`src/design/cfg_params.svh`:
```
`ifndef CFG_PARAMS_SVH
`define CFG_PARAMS_SVH

// ========================================
// identity of this function
// ========================================
`define CFG_VENDOR_ID         16'h1d6c
`define CFG_DEVICE_ID         16'h0a41
`define CFG_SUBSYS_VENDOR_ID  16'h1d6c
`define CFG_SUBSYS_ID         16'h0001
`define CFG_CLASS             8'h03      // display controller
`define CFG_SUBCLASS          8'h80      // other
`define CFG_PROGIF            8'h01
`define CFG_REVISION_ID       8'h02
`define CFG_CACHE_LINE_SIZE   8'h08      // in 32-bit units
`define CFG_HEADER_TYPE       8'h00      // general device

// config address of this function inside padr[27:12]
`define CFG_BUS               8'd0
`define CFG_DEVICE            5'd3
`define CFG_FUNC              3'd0

// ========================================
// BARs, rom word and command reset
// ========================================
`define CFG_BAR0_RESET        32'hD000_0000
`define CFG_BAR1_RESET        32'hD010_0000
`define CFG_BAR2_RESET        32'hD020_0000
`define CFG_BAR0_MASK         32'hFFF0_0000  // 1 MB window
`define CFG_BAR1_MASK         32'hFFFF_0000  // 64 kB window
`define CFG_BAR2_MASK         32'hFFFF_F000  // 4 kB window
`define CFG_ROM_ADDR          32'hFFFF_FFF0
`define CFG_CMD_RESET         16'h4003

// interrupts and queueing
`define CFG_NIRQ              2
`define CFG_HOLDOFF_W         6          // 64 cycle holdoff per line
`define CFG_RDQ_DEPTH         4
`define CFG_IRQQ_DEPTH        8
`define CFG_RSP_CREDITS       4

`endif

```
`src/design/cfg_pkg.sv`:
```
package cfg_pkg;

  // ========================================
  // bus field widths
  // ========================================
  typedef logic [31:0] addr_t;     // physical bus address
  typedef logic [63:0] data_t;     // two-word data lane
  typedef logic [7:0]  sel_t;      // one enable per byte lane
  typedef logic [11:0] tid_t;      // transaction id, routes the response
  typedef logic [2:0]  pri_t;      // response priority
  typedef logic [8:0]  reg_off_t;  // doubleword index, padr[11:3]

  // request as seen on the bus, valid for one cycle while cyc is high
  typedef struct packed {
    logic  cyc;
    logic  we;
    sel_t  sel;
    addr_t padr;
    data_t dat;
    tid_t  tid;
  } cfg_req_t;

  typedef struct packed {
    logic  ack;   // one cycle per response
    tid_t  tid;
    addr_t adr;   // all ones on interrupt messages
    data_t dat;
    pri_t  pri;
  } cfg_rsp_t;

  // per-line interrupt descriptor, written as two words
  // low word is the message payload
  typedef struct packed {
    logic [12:0] resv;
    pri_t        pri;      // priority of the message
    logic [3:0]  resvt;
    tid_t        tid;      // target of the message
    logic [7:0]  resvs;
    logic [7:0]  cause;
    logic [7:0]  bus;      // source identity
    logic [4:0]  device;
    logic [2:0]  func;
  } irq_info_t;

  typedef struct packed {
    tid_t        tid;
    pri_t        pri;
    logic [31:0] payload;
  } irq_msg_t;

  // which queue feeds the response register this cycle
  typedef enum logic [1:0] {
    idle,
    send_reply,
    send_irq
  } merge_sel_e;

endpackage

```
`src/design/cfg_regfile.sv`:
```
`timescale 1ns/1ps
`include "cfg_params.svh"

module cfg_regfile import cfg_pkg::*; (
  input  logic                                clk_i,
  input  logic                                rst_i,
  input  logic                                cs_i,
  input  cfg_req_t                            req_i,
  output logic                                reply_valid_o,
  output cfg_rsp_t                            reply_o,
  output irq_info_t [`CFG_NIRQ-1:0]           irq_info_o,
  output logic                                int_disable_o,
  input  logic [`CFG_NIRQ-1:0]                irq_pend_i,
  output logic                                cs_bar0_o,
  output logic                                cs_bar1_o,
  output logic                                cs_bar2_o
);

  localparam reg_off_t DESC_OFF = 9'd8;  // first descriptor slot
  localparam pri_t     REPLY_PRI = 3'd7;

  logic       cfg_sel;                   // access aimed at this function
  logic       cfg_wr;
  logic       cfg_rd;
  reg_off_t   offset;
  logic [15:0] cmd_q;
  logic [15:0] cmd_rd;                   // command with forced bits
  logic [15:0] stat_rd;
  addr_t      bar0_q;
  addr_t      bar1_q;
  addr_t      bar2_q;
  irq_info_t [`CFG_NIRQ-1:0] irq_info_q;
  data_t      rd_dat;

  // byte-lane merge for one BAR half, all ones is a sizing probe
  function automatic addr_t bar_wr(addr_t cur, addr_t mask, logic [3:0] be, logic [31:0] d);
    addr_t nxt;
    nxt = cur;
    if (&be && d == 32'hFFFF_FFFF) begin
      nxt = mask;                        // software reads back the size
    end else begin
      for (int b = 0; b < 4; b++)
        if (be[b]) nxt[b*8 +: 8] = d[b*8 +: 8];
    end
    return nxt;
  endfunction

  // ========================================
  // access decode
  // ========================================
  assign cfg_sel = cs_i && req_i.cyc &&
                   req_i.padr[27:20] == `CFG_BUS &&
                   req_i.padr[19:15] == `CFG_DEVICE &&
                   req_i.padr[14:12] == `CFG_FUNC;
  assign cfg_wr = cfg_sel && req_i.we;
  assign cfg_rd = cfg_sel && !req_i.we;
  assign offset = req_i.padr[11:3];

  always_comb begin
    cmd_rd = cmd_q;
    cmd_rd[5:3] = 3'b000;                // no special cycles, mwi, palette snoop
    cmd_rd[7] = 1'b0;
    cmd_rd[9] = 1'b1;                    // fast back-to-back always on
    cmd_rd[15:11] = 5'd0;
  end
  assign int_disable_o = cmd_rd[10];

  always_comb begin
    stat_rd = 16'h0000;
    stat_rd[3] = |irq_pend_i;            // live interrupt status
    stat_rd[5] = 1'b1;                   // 66 MHz capable
    stat_rd[7] = 1'b1;                   // fast back-to-back capable
    stat_rd[10:9] = 2'b01;               // medium devsel
  end

  // ========================================
  // writable registers
  // ========================================
  always_ff @(posedge clk_i) begin
    if (rst_i) begin
      cmd_q <= `CFG_CMD_RESET;
      bar0_q <= `CFG_BAR0_RESET;
      bar1_q <= `CFG_BAR1_RESET;
      bar2_q <= `CFG_BAR2_RESET;
      irq_info_q <= '0;
    end else if (cfg_wr) begin
      case (offset)
        9'd0: begin                      // command sits in the upper word
          if (req_i.sel[4]) cmd_q[7:0] <= req_i.dat[39:32];
          if (req_i.sel[5]) cmd_q[15:8] <= req_i.dat[47:40];
        end
        9'd2: begin
          bar0_q <= bar_wr(bar0_q, `CFG_BAR0_MASK, req_i.sel[3:0], req_i.dat[31:0]);
          bar1_q <= bar_wr(bar1_q, `CFG_BAR1_MASK, req_i.sel[7:4], req_i.dat[63:32]);
        end
        9'd3: bar2_q <= bar_wr(bar2_q, `CFG_BAR2_MASK, req_i.sel[3:0], req_i.dat[31:0]);
        default: begin
          // descriptors only take whole words
          for (int i = 0; i < `CFG_NIRQ; i++) begin
            if (offset == DESC_OFF + reg_off_t'(i)) begin
              if (&req_i.sel[3:0]) irq_info_q[i][31:0] <= req_i.dat[31:0];
              if (&req_i.sel[7:4]) irq_info_q[i][63:32] <= req_i.dat[63:32];
            end
          end
        end
      endcase
    end
  end
  assign irq_info_o = irq_info_q;

  // ========================================
  // read mux and reply register
  // ========================================
  always_comb begin
    rd_dat = '0;                         // unmapped offsets read zero
    case (offset)
      9'd0: rd_dat = {stat_rd, cmd_rd, `CFG_DEVICE_ID, `CFG_VENDOR_ID};
      9'd1: rd_dat = {8'h00, `CFG_HEADER_TYPE, 8'h00, `CFG_CACHE_LINE_SIZE,
                      `CFG_CLASS, `CFG_SUBCLASS, `CFG_PROGIF, `CFG_REVISION_ID};
      9'd2: rd_dat = {bar1_q, bar0_q};
      9'd3: rd_dat = {32'hFFFF_FFFF, bar2_q};
      9'd4: rd_dat = '1;                 // unimplemented BARs
      9'd5: rd_dat = {`CFG_SUBSYS_ID, `CFG_SUBSYS_VENDOR_ID, 32'h0};
      9'd6: rd_dat = {32'h0, `CFG_ROM_ADDR};
      default: begin
        for (int i = 0; i < `CFG_NIRQ; i++)
          if (offset == DESC_OFF + reg_off_t'(i)) rd_dat = irq_info_q[i];
      end
    endcase
  end

  always_ff @(posedge clk_i) begin
    if (rst_i) begin
      reply_valid_o <= 1'b0;
    end else begin
      reply_valid_o <= cfg_rd;
      if (cfg_rd) begin
        reply_o <= '{ack: 1'b1, tid: req_i.tid, adr: req_i.padr, dat: rd_dat, pri: REPLY_PRI};
      end
    end
  end

  // BAR windows, compared against the live BAR under its size mask
  assign cs_bar0_o = req_i.cyc && ((req_i.padr ^ bar0_q) & `CFG_BAR0_MASK) == '0;
  assign cs_bar1_o = req_i.cyc && ((req_i.padr ^ bar1_q) & `CFG_BAR1_MASK) == '0;
  assign cs_bar2_o = req_i.cyc && ((req_i.padr ^ bar2_q) & `CFG_BAR2_MASK) == '0;

endmodule

```
`src/design/irq_msg_gen.sv`:
```
`timescale 1ns/1ps
`include "cfg_params.svh"

module irq_msg_gen import cfg_pkg::*; (
  input  logic                      clk_i,
  input  logic                      rst_i,
  input  logic [`CFG_NIRQ-1:0]      irq_i,
  input  irq_info_t [`CFG_NIRQ-1:0] irq_info_i,
  input  logic                      int_disable_i,
  input  logic                      msg_ready_i,
  output logic                      msg_valid_o,
  output irq_msg_t                  msg_o
);

  localparam int GW = (`CFG_NIRQ > 1) ? $clog2(`CFG_NIRQ) : 1;

  logic [`CFG_HOLDOFF_W-1:0] timer_q [`CFG_NIRQ];
  logic [`CFG_NIRQ-1:0]      pend_q;
  logic [GW-1:0]             pick;       // lowest pending line
  logic [GW-1:0]             grant;
  logic [GW-1:0]             grant_q;
  logic                      lock_q;     // offered message not yet taken
  logic                      take;

  // ========================================
  // line select
  // ========================================
  always_comb begin
    pick = '0;
    for (int i = `CFG_NIRQ - 1; i >= 0; i--)
      if (pend_q[i]) pick = GW'(i);      // last hit is the lowest index
  end

  // once offered, the winner is frozen so the message cannot change
  assign grant = lock_q ? grant_q : pick;
  assign msg_valid_o = |pend_q;
  assign take = msg_valid_o && msg_ready_i;

  always_comb begin
    msg_o.tid = irq_info_i[grant].tid;
    msg_o.pri = irq_info_i[grant].pri;
    msg_o.payload = irq_info_i[grant][31:0];
  end

  always_ff @(posedge clk_i) begin
    if (rst_i) begin
      lock_q <= 1'b0;
    end else if (take) begin
      lock_q <= 1'b0;
    end else if (msg_valid_o) begin
      lock_q <= 1'b1;
      grant_q <= grant;
    end
  end

  // ========================================
  // holdoff timers and pending flags
  // ========================================
  always_ff @(posedge clk_i) begin
    if (rst_i) begin
      pend_q <= '0;
      for (int i = 0; i < `CFG_NIRQ; i++)
        timer_q[i] <= '1;                // lines are ready straight out of reset
    end else begin
      for (int i = 0; i < `CFG_NIRQ; i++) begin
        if (take && grant == GW'(i)) begin
          pend_q[i] <= 1'b0;
          timer_q[i] <= '0;              // restart holdoff
        end else begin
          if (irq_i[i] && &timer_q[i] && !int_disable_i)
            pend_q[i] <= 1'b1;
          if (!(&timer_q[i]))
            timer_q[i] <= timer_q[i] + 1'b1; // saturates at all ones
        end
      end
    end
  end

  // an offered message stays put until the merger takes it
  a_msg_hold : assert property (@(posedge clk_i) disable iff (rst_i)
    msg_valid_o && !msg_ready_i |=> msg_valid_o && $stable(msg_o));

endmodule

```
`src/design/rsp_merge.sv`:
```
`timescale 1ns/1ps
`include "cfg_params.svh"

module rsp_merge import cfg_pkg::*; (
  input  logic     clk_i,
  input  logic     rst_i,
  input  logic     reply_valid_i,
  input  cfg_rsp_t reply_i,
  input  logic     msg_valid_i,
  input  irq_msg_t msg_i,
  input  logic     rsp_credit_i,
  output logic     msg_ready_o,
  output cfg_rsp_t rsp_o
);

  localparam int RDQ_AW = $clog2(`CFG_RDQ_DEPTH);
  localparam int IRQQ_AW = $clog2(`CFG_IRQQ_DEPTH);
  localparam int CRED_W = $clog2(`CFG_RSP_CREDITS + 1);

  // ========================================
  // reply queue, falls through when empty
  // ========================================
  cfg_rsp_t          rdq_mem [`CFG_RDQ_DEPTH];
  logic [RDQ_AW-1:0] rdq_wr_q, rdq_rd_q; // depth is a power of two, pointers wrap
  logic [RDQ_AW:0]   rdq_cnt_q;
  logic              rdq_empty, rdq_avail, rdq_pop, rdq_store, rdq_drop;
  cfg_rsp_t          rdq_head;

  // interrupt queue
  irq_msg_t           irqq_mem [`CFG_IRQQ_DEPTH];
  logic [IRQQ_AW-1:0] irqq_wr_q, irqq_rd_q;
  logic [IRQQ_AW:0]   irqq_cnt_q;
  logic               irqq_push, irqq_pop;

  logic [CRED_W-1:0] credit_q;
  merge_sel_e        sel;
  logic              send;

  assign rdq_empty = rdq_cnt_q == '0;
  assign rdq_avail = !rdq_empty || reply_valid_i;
  assign rdq_head = rdq_empty ? reply_i : rdq_mem[rdq_rd_q];
  assign rdq_pop = sel == send_reply;
  assign rdq_store = reply_valid_i && !(rdq_empty && rdq_pop); // bypassed reply never lands
  assign rdq_drop = rdq_pop && !rdq_empty;

  always_ff @(posedge clk_i) begin
    if (rdq_store) rdq_mem[rdq_wr_q] <= reply_i;
    if (irqq_push) irqq_mem[irqq_wr_q] <= msg_i;
  end

  always_ff @(posedge clk_i) begin
    if (rst_i) begin
      rdq_wr_q <= '0;
      rdq_rd_q <= '0;
      rdq_cnt_q <= '0;
    end else begin
      if (rdq_store) rdq_wr_q <= rdq_wr_q + 1'b1;
      if (rdq_drop) rdq_rd_q <= rdq_rd_q + 1'b1;
      rdq_cnt_q <= rdq_cnt_q + (RDQ_AW+1)'(rdq_store) - (RDQ_AW+1)'(rdq_drop);
    end
  end

  // ========================================
  // interrupt queue, backpressures the generator
  // ========================================
  assign msg_ready_o = irqq_cnt_q != (IRQQ_AW+1)'(`CFG_IRQQ_DEPTH);
  assign irqq_push = msg_valid_i && msg_ready_o;
  assign irqq_pop = sel == send_irq;

  always_ff @(posedge clk_i) begin
    if (rst_i) begin
      irqq_wr_q <= '0;
      irqq_rd_q <= '0;
      irqq_cnt_q <= '0;
    end else begin
      if (irqq_push) irqq_wr_q <= irqq_wr_q + 1'b1;
      if (irqq_pop) irqq_rd_q <= irqq_rd_q + 1'b1;
      irqq_cnt_q <= irqq_cnt_q + (IRQQ_AW+1)'(irqq_push) - (IRQQ_AW+1)'(irqq_pop);
    end
  end

  // replies first, and nothing goes out without a credit
  always_comb begin
    sel = idle;
    if (credit_q != '0) begin
      if (rdq_avail) sel = send_reply;
      else if (irqq_cnt_q != '0) sel = send_irq;
    end
  end
  assign send = sel != idle;

  always_ff @(posedge clk_i) begin
    if (rst_i) begin
      credit_q <= CRED_W'(`CFG_RSP_CREDITS);
    end else begin
      case ({send, rsp_credit_i})
        2'b10: credit_q <= credit_q - 1'b1;
        2'b01: credit_q <= credit_q + 1'b1;
        default: ;                       // spend and return cancel
      endcase
    end
  end

  // ========================================
  // response register
  // ========================================
  always_ff @(posedge clk_i) begin
    if (rst_i) begin
      rsp_o.ack <= 1'b0;
    end else begin
      rsp_o.ack <= send;
      case (sel)
        send_reply: begin
          rsp_o.tid <= rdq_head.tid;
          rsp_o.adr <= rdq_head.adr;
          rsp_o.dat <= rdq_head.dat;
          rsp_o.pri <= rdq_head.pri;
        end
        send_irq: begin
          rsp_o.tid <= irqq_mem[irqq_rd_q].tid;
          rsp_o.adr <= 32'hFFFF_FFFF;    // marks an interrupt message
          rsp_o.dat <= {32'h0, irqq_mem[irqq_rd_q].payload};
          rsp_o.pri <= irqq_mem[irqq_rd_q].pri;
        end
        default: ;
      endcase
    end
  end

  // requester must not have more reads outstanding than the queue holds
  a_rdq_overflow : assert property (@(posedge clk_i) disable iff (rst_i)
    !(rdq_store && rdq_cnt_q == (RDQ_AW+1)'(`CFG_RDQ_DEPTH) && !rdq_drop));

  // more credits returned than were ever spent
  a_credit_max : assert property (@(posedge clk_i) disable iff (rst_i)
    credit_q <= CRED_W'(`CFG_RSP_CREDITS));

endmodule

```
`src/design/cfg_space_top.sv`:
```
`timescale 1ns/1ps
`include "cfg_params.svh"

module cfg_space_top import cfg_pkg::*; (
  input  logic                 clk_i,
  input  logic                 rst_i,
  input  logic                 cs_i,
  input  cfg_req_t             req_i,
  input  logic [`CFG_NIRQ-1:0] irq_i,
  input  logic                 rsp_credit_i,
  output cfg_rsp_t             rsp_o,
  output logic                 cs_bar0_o,
  output logic                 cs_bar1_o,
  output logic                 cs_bar2_o
);

  logic                      reply_valid;
  cfg_rsp_t                  reply;
  irq_info_t [`CFG_NIRQ-1:0] irq_info;
  logic                      int_disable;
  logic [`CFG_NIRQ-1:0]      irq_pend;   // raw lines for the status word
  logic                      msg_valid;
  logic                      msg_ready;
  irq_msg_t                  irq_msg;

  assign irq_pend = irq_i;

  cfg_regfile i_regfile (
    .clk_i         (clk_i),
    .rst_i         (rst_i),
    .cs_i          (cs_i),
    .req_i         (req_i),
    .reply_valid_o (reply_valid),
    .reply_o       (reply),
    .irq_info_o    (irq_info),
    .int_disable_o (int_disable),
    .irq_pend_i    (irq_pend),
    .cs_bar0_o     (cs_bar0_o),
    .cs_bar1_o     (cs_bar1_o),
    .cs_bar2_o     (cs_bar2_o)
  );

  irq_msg_gen i_irq_gen (
    .clk_i         (clk_i),
    .rst_i         (rst_i),
    .irq_i         (irq_i),
    .irq_info_i    (irq_info),
    .int_disable_i (int_disable),
    .msg_ready_i   (msg_ready),
    .msg_valid_o   (msg_valid),
    .msg_o         (irq_msg)
  );

  rsp_merge i_merge (
    .clk_i         (clk_i),
    .rst_i         (rst_i),
    .reply_valid_i (reply_valid),
    .reply_i       (reply),
    .msg_valid_i   (msg_valid),
    .msg_i         (irq_msg),
    .rsp_credit_i  (rsp_credit_i),
    .msg_ready_o   (msg_ready),
    .rsp_o         (rsp_o)
  );

endmodule

```
`config.mk`:
```
export PLATFORM = sky130hd
export DESIGN_NAME = cfg_space_top
export DESIGN_NICKNAME = d
export VERILOG_FILES = /design/src/design/cfg_pkg.sv /design/src/design/cfg_regfile.sv /design/src/design/irq_msg_gen.sv /design/src/design/rsp_merge.sv /design/src/design/cfg_space_top.sv
export VERILOG_INCLUDE_DIRS = /design/src /design/src/design
export SDC_FILE = /design/constraint.sdc
export NUM_CORES = 2
export LEC_CHECK = 0
export CAP_MARGIN = 10
export CORE_MARGIN = 2
export CORE_UTILIZATION = 59
export CTS_CLUSTER_SIZE = 10
export DETAILED_ROUTE_END_ITERATION = 7
export DONT_BUFFER_PORTS = 1
export PLACE_DENSITY = 0.75
export SLEW_MARGIN = 20
export SYNTH_ARGS = -nofsm -noshare
export SYNTH_HDL_FRONTEND = slang
export SYNTH_HIERARCHICAL = 1
export SYNTH_SLANG_ARGS = --single-unit
```
`constraint.sdc`:
```
create_clock -name clk_i -period 37.2 [get_ports clk_i]
set_clock_uncertainty 0.05 [all_clocks]
set_input_delay 1.86 -clock clk_i [delete_from_list [all_inputs] [get_ports clk_i]]
set_output_delay 1.86 -clock clk_i [all_outputs]
set_load 0.02 [all_outputs]
```
==> impl_metrics.tcl <==
set metrics [dict create \
    firstDrtPassIters 8 \
    crit_path_cell_trace "xor2_1 -> nor4_1 -> nand4_1 -> nor4_1 -> buf_4" \
    most-common-layout-cells "sky130_fd_sc_hd__edfxtp_1, sky130_fd_sc_hd__dfxtp_1, sky130_fd_sc_hd__nand2_1" \
    routed_via_density 6.763 \
    cts_max_path_buffers 3 \
    totalPowerFinal_mw 3.819 \
    antenna_left 0 \
    syn-instance-count 3328 \
    cts_root_buf "sky130_fd_sc_hd__clkbuf_16" \
    height_of_the_die_um 304.1 \
    cts_repair_resize_count 0 \
    power.density_cell_area_nw_per_um2 65.12 \
    worstPathRequired_ps 35290 \
    worst-setup-path-type "in2out" \
    cts.hold.buffers_added 0 \
    path_max_fanout 5 \
    timing_worst_slew_pin_value_ps 1165 \
    drt_iter0_drc 4154 \
    outcome "completed" \
    final-setup-viol-count 0 \
    drc 0 \
    layout-area-overhead-vs-synth_pct 10.38 \
    insertion_delay_ps 760 \
    numPortBuffers 0 \
    htreeDepth 4 \
    clock.fmax_ghz 0.1972 \
    cp_slowest_cell "sky130_fd_sc_hd__nor4_1" \
    worst_path_dominant_cell_family "simple AND/OR/NAND/NOR gates" \
    crit_path_start_kind "input port" \
    grt_first_pass_wirelength_mm 202.6 \
    worst_path_most_repeated_cell "sky130_fd_sc_hd__nor4_1" \
    mostFrequentLayoutCell "sky130_fd_sc_hd__edfxtp_1" \
    syn_area_per_cell_sq_um 15.97 \
    critical_path_data_arrival_time_ps 3160 \
    cts_num_sinks 1312 \
    floorplan_core_area_sq_um 89600 \
    num_io_pins 239 \
    globalRouteOverflowTotal 0 \
    layout.cells.non_filler 4595 \
    n_antenna_cell 0 \
    yosysWarningCount 6 \
    rsz0062_at_grt "no" \
    peak_supply_drop_uv 46.35 \
    delay_contributed_by_the_slowest_stage_of_the_critical_path_ps 490 \
    multi_input_logic_area_sq_um 15350 \
    first_global_vias 30881 \
    grt_antenna_before_repair 2 \
    syn-cell-area_sq_um 53140 \
    worstSetupEndpointType "output pin" \
    placed_cells_incl_taps 4329 \
    leakage_nw 18.96 \
    initial_util 0.5930 \
    final.min_clock_period_ps 5071 \
    timing.max_slew.rel_slack 0.2231 \
    clock_tree_from_tritoncts "done" \
    sum_of_buffers_and_inverters_on_the_critical_path 1 \
    nFillCells 5996 \
    routed-via-count 31076 \
    timing_hold_violations_final 0 \
    holdCritPathClass "reg2reg" \
    postRouteWirelength_mm 137.6 \
    cts.reportedPaths.clkPinSlew_ps 60 \
    detailed_place.area_sq_um 54190 \
    layout.area.seq_sq_um 36810 \
    cts_made_buffers 151 \
    place.gp.congestion 0.8703 \
    layout-drive-gt1-share 0.1623 \
    totalNegativeSetupSlack_ps 0 \
    placement_rows 110 \
    floorplan.die_area_sq_um 92480 \
    hpwl_mm 83.16 \
    routed_wire_length_per_instance_um 29.94 \
    postCtsSetupRepairBufs 0 \
    final_min_period_over_clock_period 0.1363 \
    pin_count_of_the_biggest_net_entering_global_routing 302 \
    finish.net_count 3450 \
    hold_ws_ps 415.9 \
    grt.total_usage 0.2968 \
    timing.final.max_slew_violations 0 \
    final_cell_area_sq_um 58650 \
    drv_cap 0 \
    fp.dieW_um 304.1 \
]
through the flow:
step,setup slack [ps],util
global placement,32090,0.6048
finish,32130,0.6546
detailed placement,32020,0.6048
global route,32100,0.6546
CTS,32110,0.6546
floorplan,23440,-
per-layer routing:
metal / routed length [um] / GRT usage / share of wire / up-vias
li1: - / - / - / 13098
met1: 52200 / 0.3975 / 0.38 / 15894
met2: 67180 / 0.4770 / 0.49 / 1779
met3: 12170 / 0.05725 / 0.088 / 299
met4: 5989 / 0.1346 / 0.044 / 6
met5: 46 / 0.0005168 / 0.00033 / -
registers in the layout, summed over array words and instances (netlist names), 2 cells and up, named ones only:
name and count:
i_merge/credit_q 3, i_merge/rsp_o 112, i_regfile/irq_info_o 128, i_merge/irqq_cnt_q 4
i_irq_gen/timer_q 12, i_merge/rdq_mem 444, i_merge/irqq_rd_q 3, i_regfile/bar1_q 32
i_merge/rdq_cnt_q 3, i_regfile/cmd_q 6, i_irq_gen/pend_q 2, i_merge/irqq_mem 376
i_merge/rdq_rd_q 2, i_regfile/bar2_q 32, i_merge/rdq_wr_q 2, i_regfile/bar0_q 32
i_merge/irqq_wr_q 3, i_regfile/reply_o 108
report_power, final:
part | switching (mW) | internal, mW | total [mW]
sequential | 0.146 | 1.71 | 1.85
combinational | 0.379 | 0.244 | 0.624
clock | 0.566 | 0.776 | 1.34
worst register-to-register path, stage by stage, from the launching register on:
cell	delay, ps
sky130_fd_sc_hd__dfxtp_1	360
sky130_fd_sc_hd__or3_4	730
sky130_fd_sc_hd__or4_1	630
sky130_fd_sc_hd__buf_4	320
sky130_fd_sc_hd__inv_4	730
sky130_fd_sc_hd__buf_4	690
sky130_fd_sc_hd__ha_1	400
sky130_fd_sc_hd__inv_1	70
sky130_fd_sc_hd__ha_1	190
sky130_fd_sc_hd__fa_1	420
sky130_fd_sc_hd__nor2b_1	140
final cells by class:
cell class | count | area share
Tap cell | 1176 | 0.02509
Sequential cell | 1312 | 0.6276
Multi-Input combinational cell | 1755 | 0.2618
Clock buffer | 248 | 0.07204
Timing Repair Buffer | 61 | 0.007808
Clock inverter | 18 | 0.004011
Inverter | 25 | 0.001643
worst paths after layout:
kind | startpoint | to | slack, ps | cells after the start
setup / recovery | req_i[92] | cs_bar1_o | 32130 | 5
hold reg to reg | i_regfile/bar1_q[9] | i_regfile/bar1_q[9] | 420 | 1
setup reg to reg | i_merge/rdq_cnt_q[1] | i_merge/irqq_cnt_q[1] | 32360 | 10
hold / removal | i_regfile/bar1_q[9] | i_regfile/bar1_q[9] | 420 | 1
No activity file was read; power rests on OpenSTA's default activity.
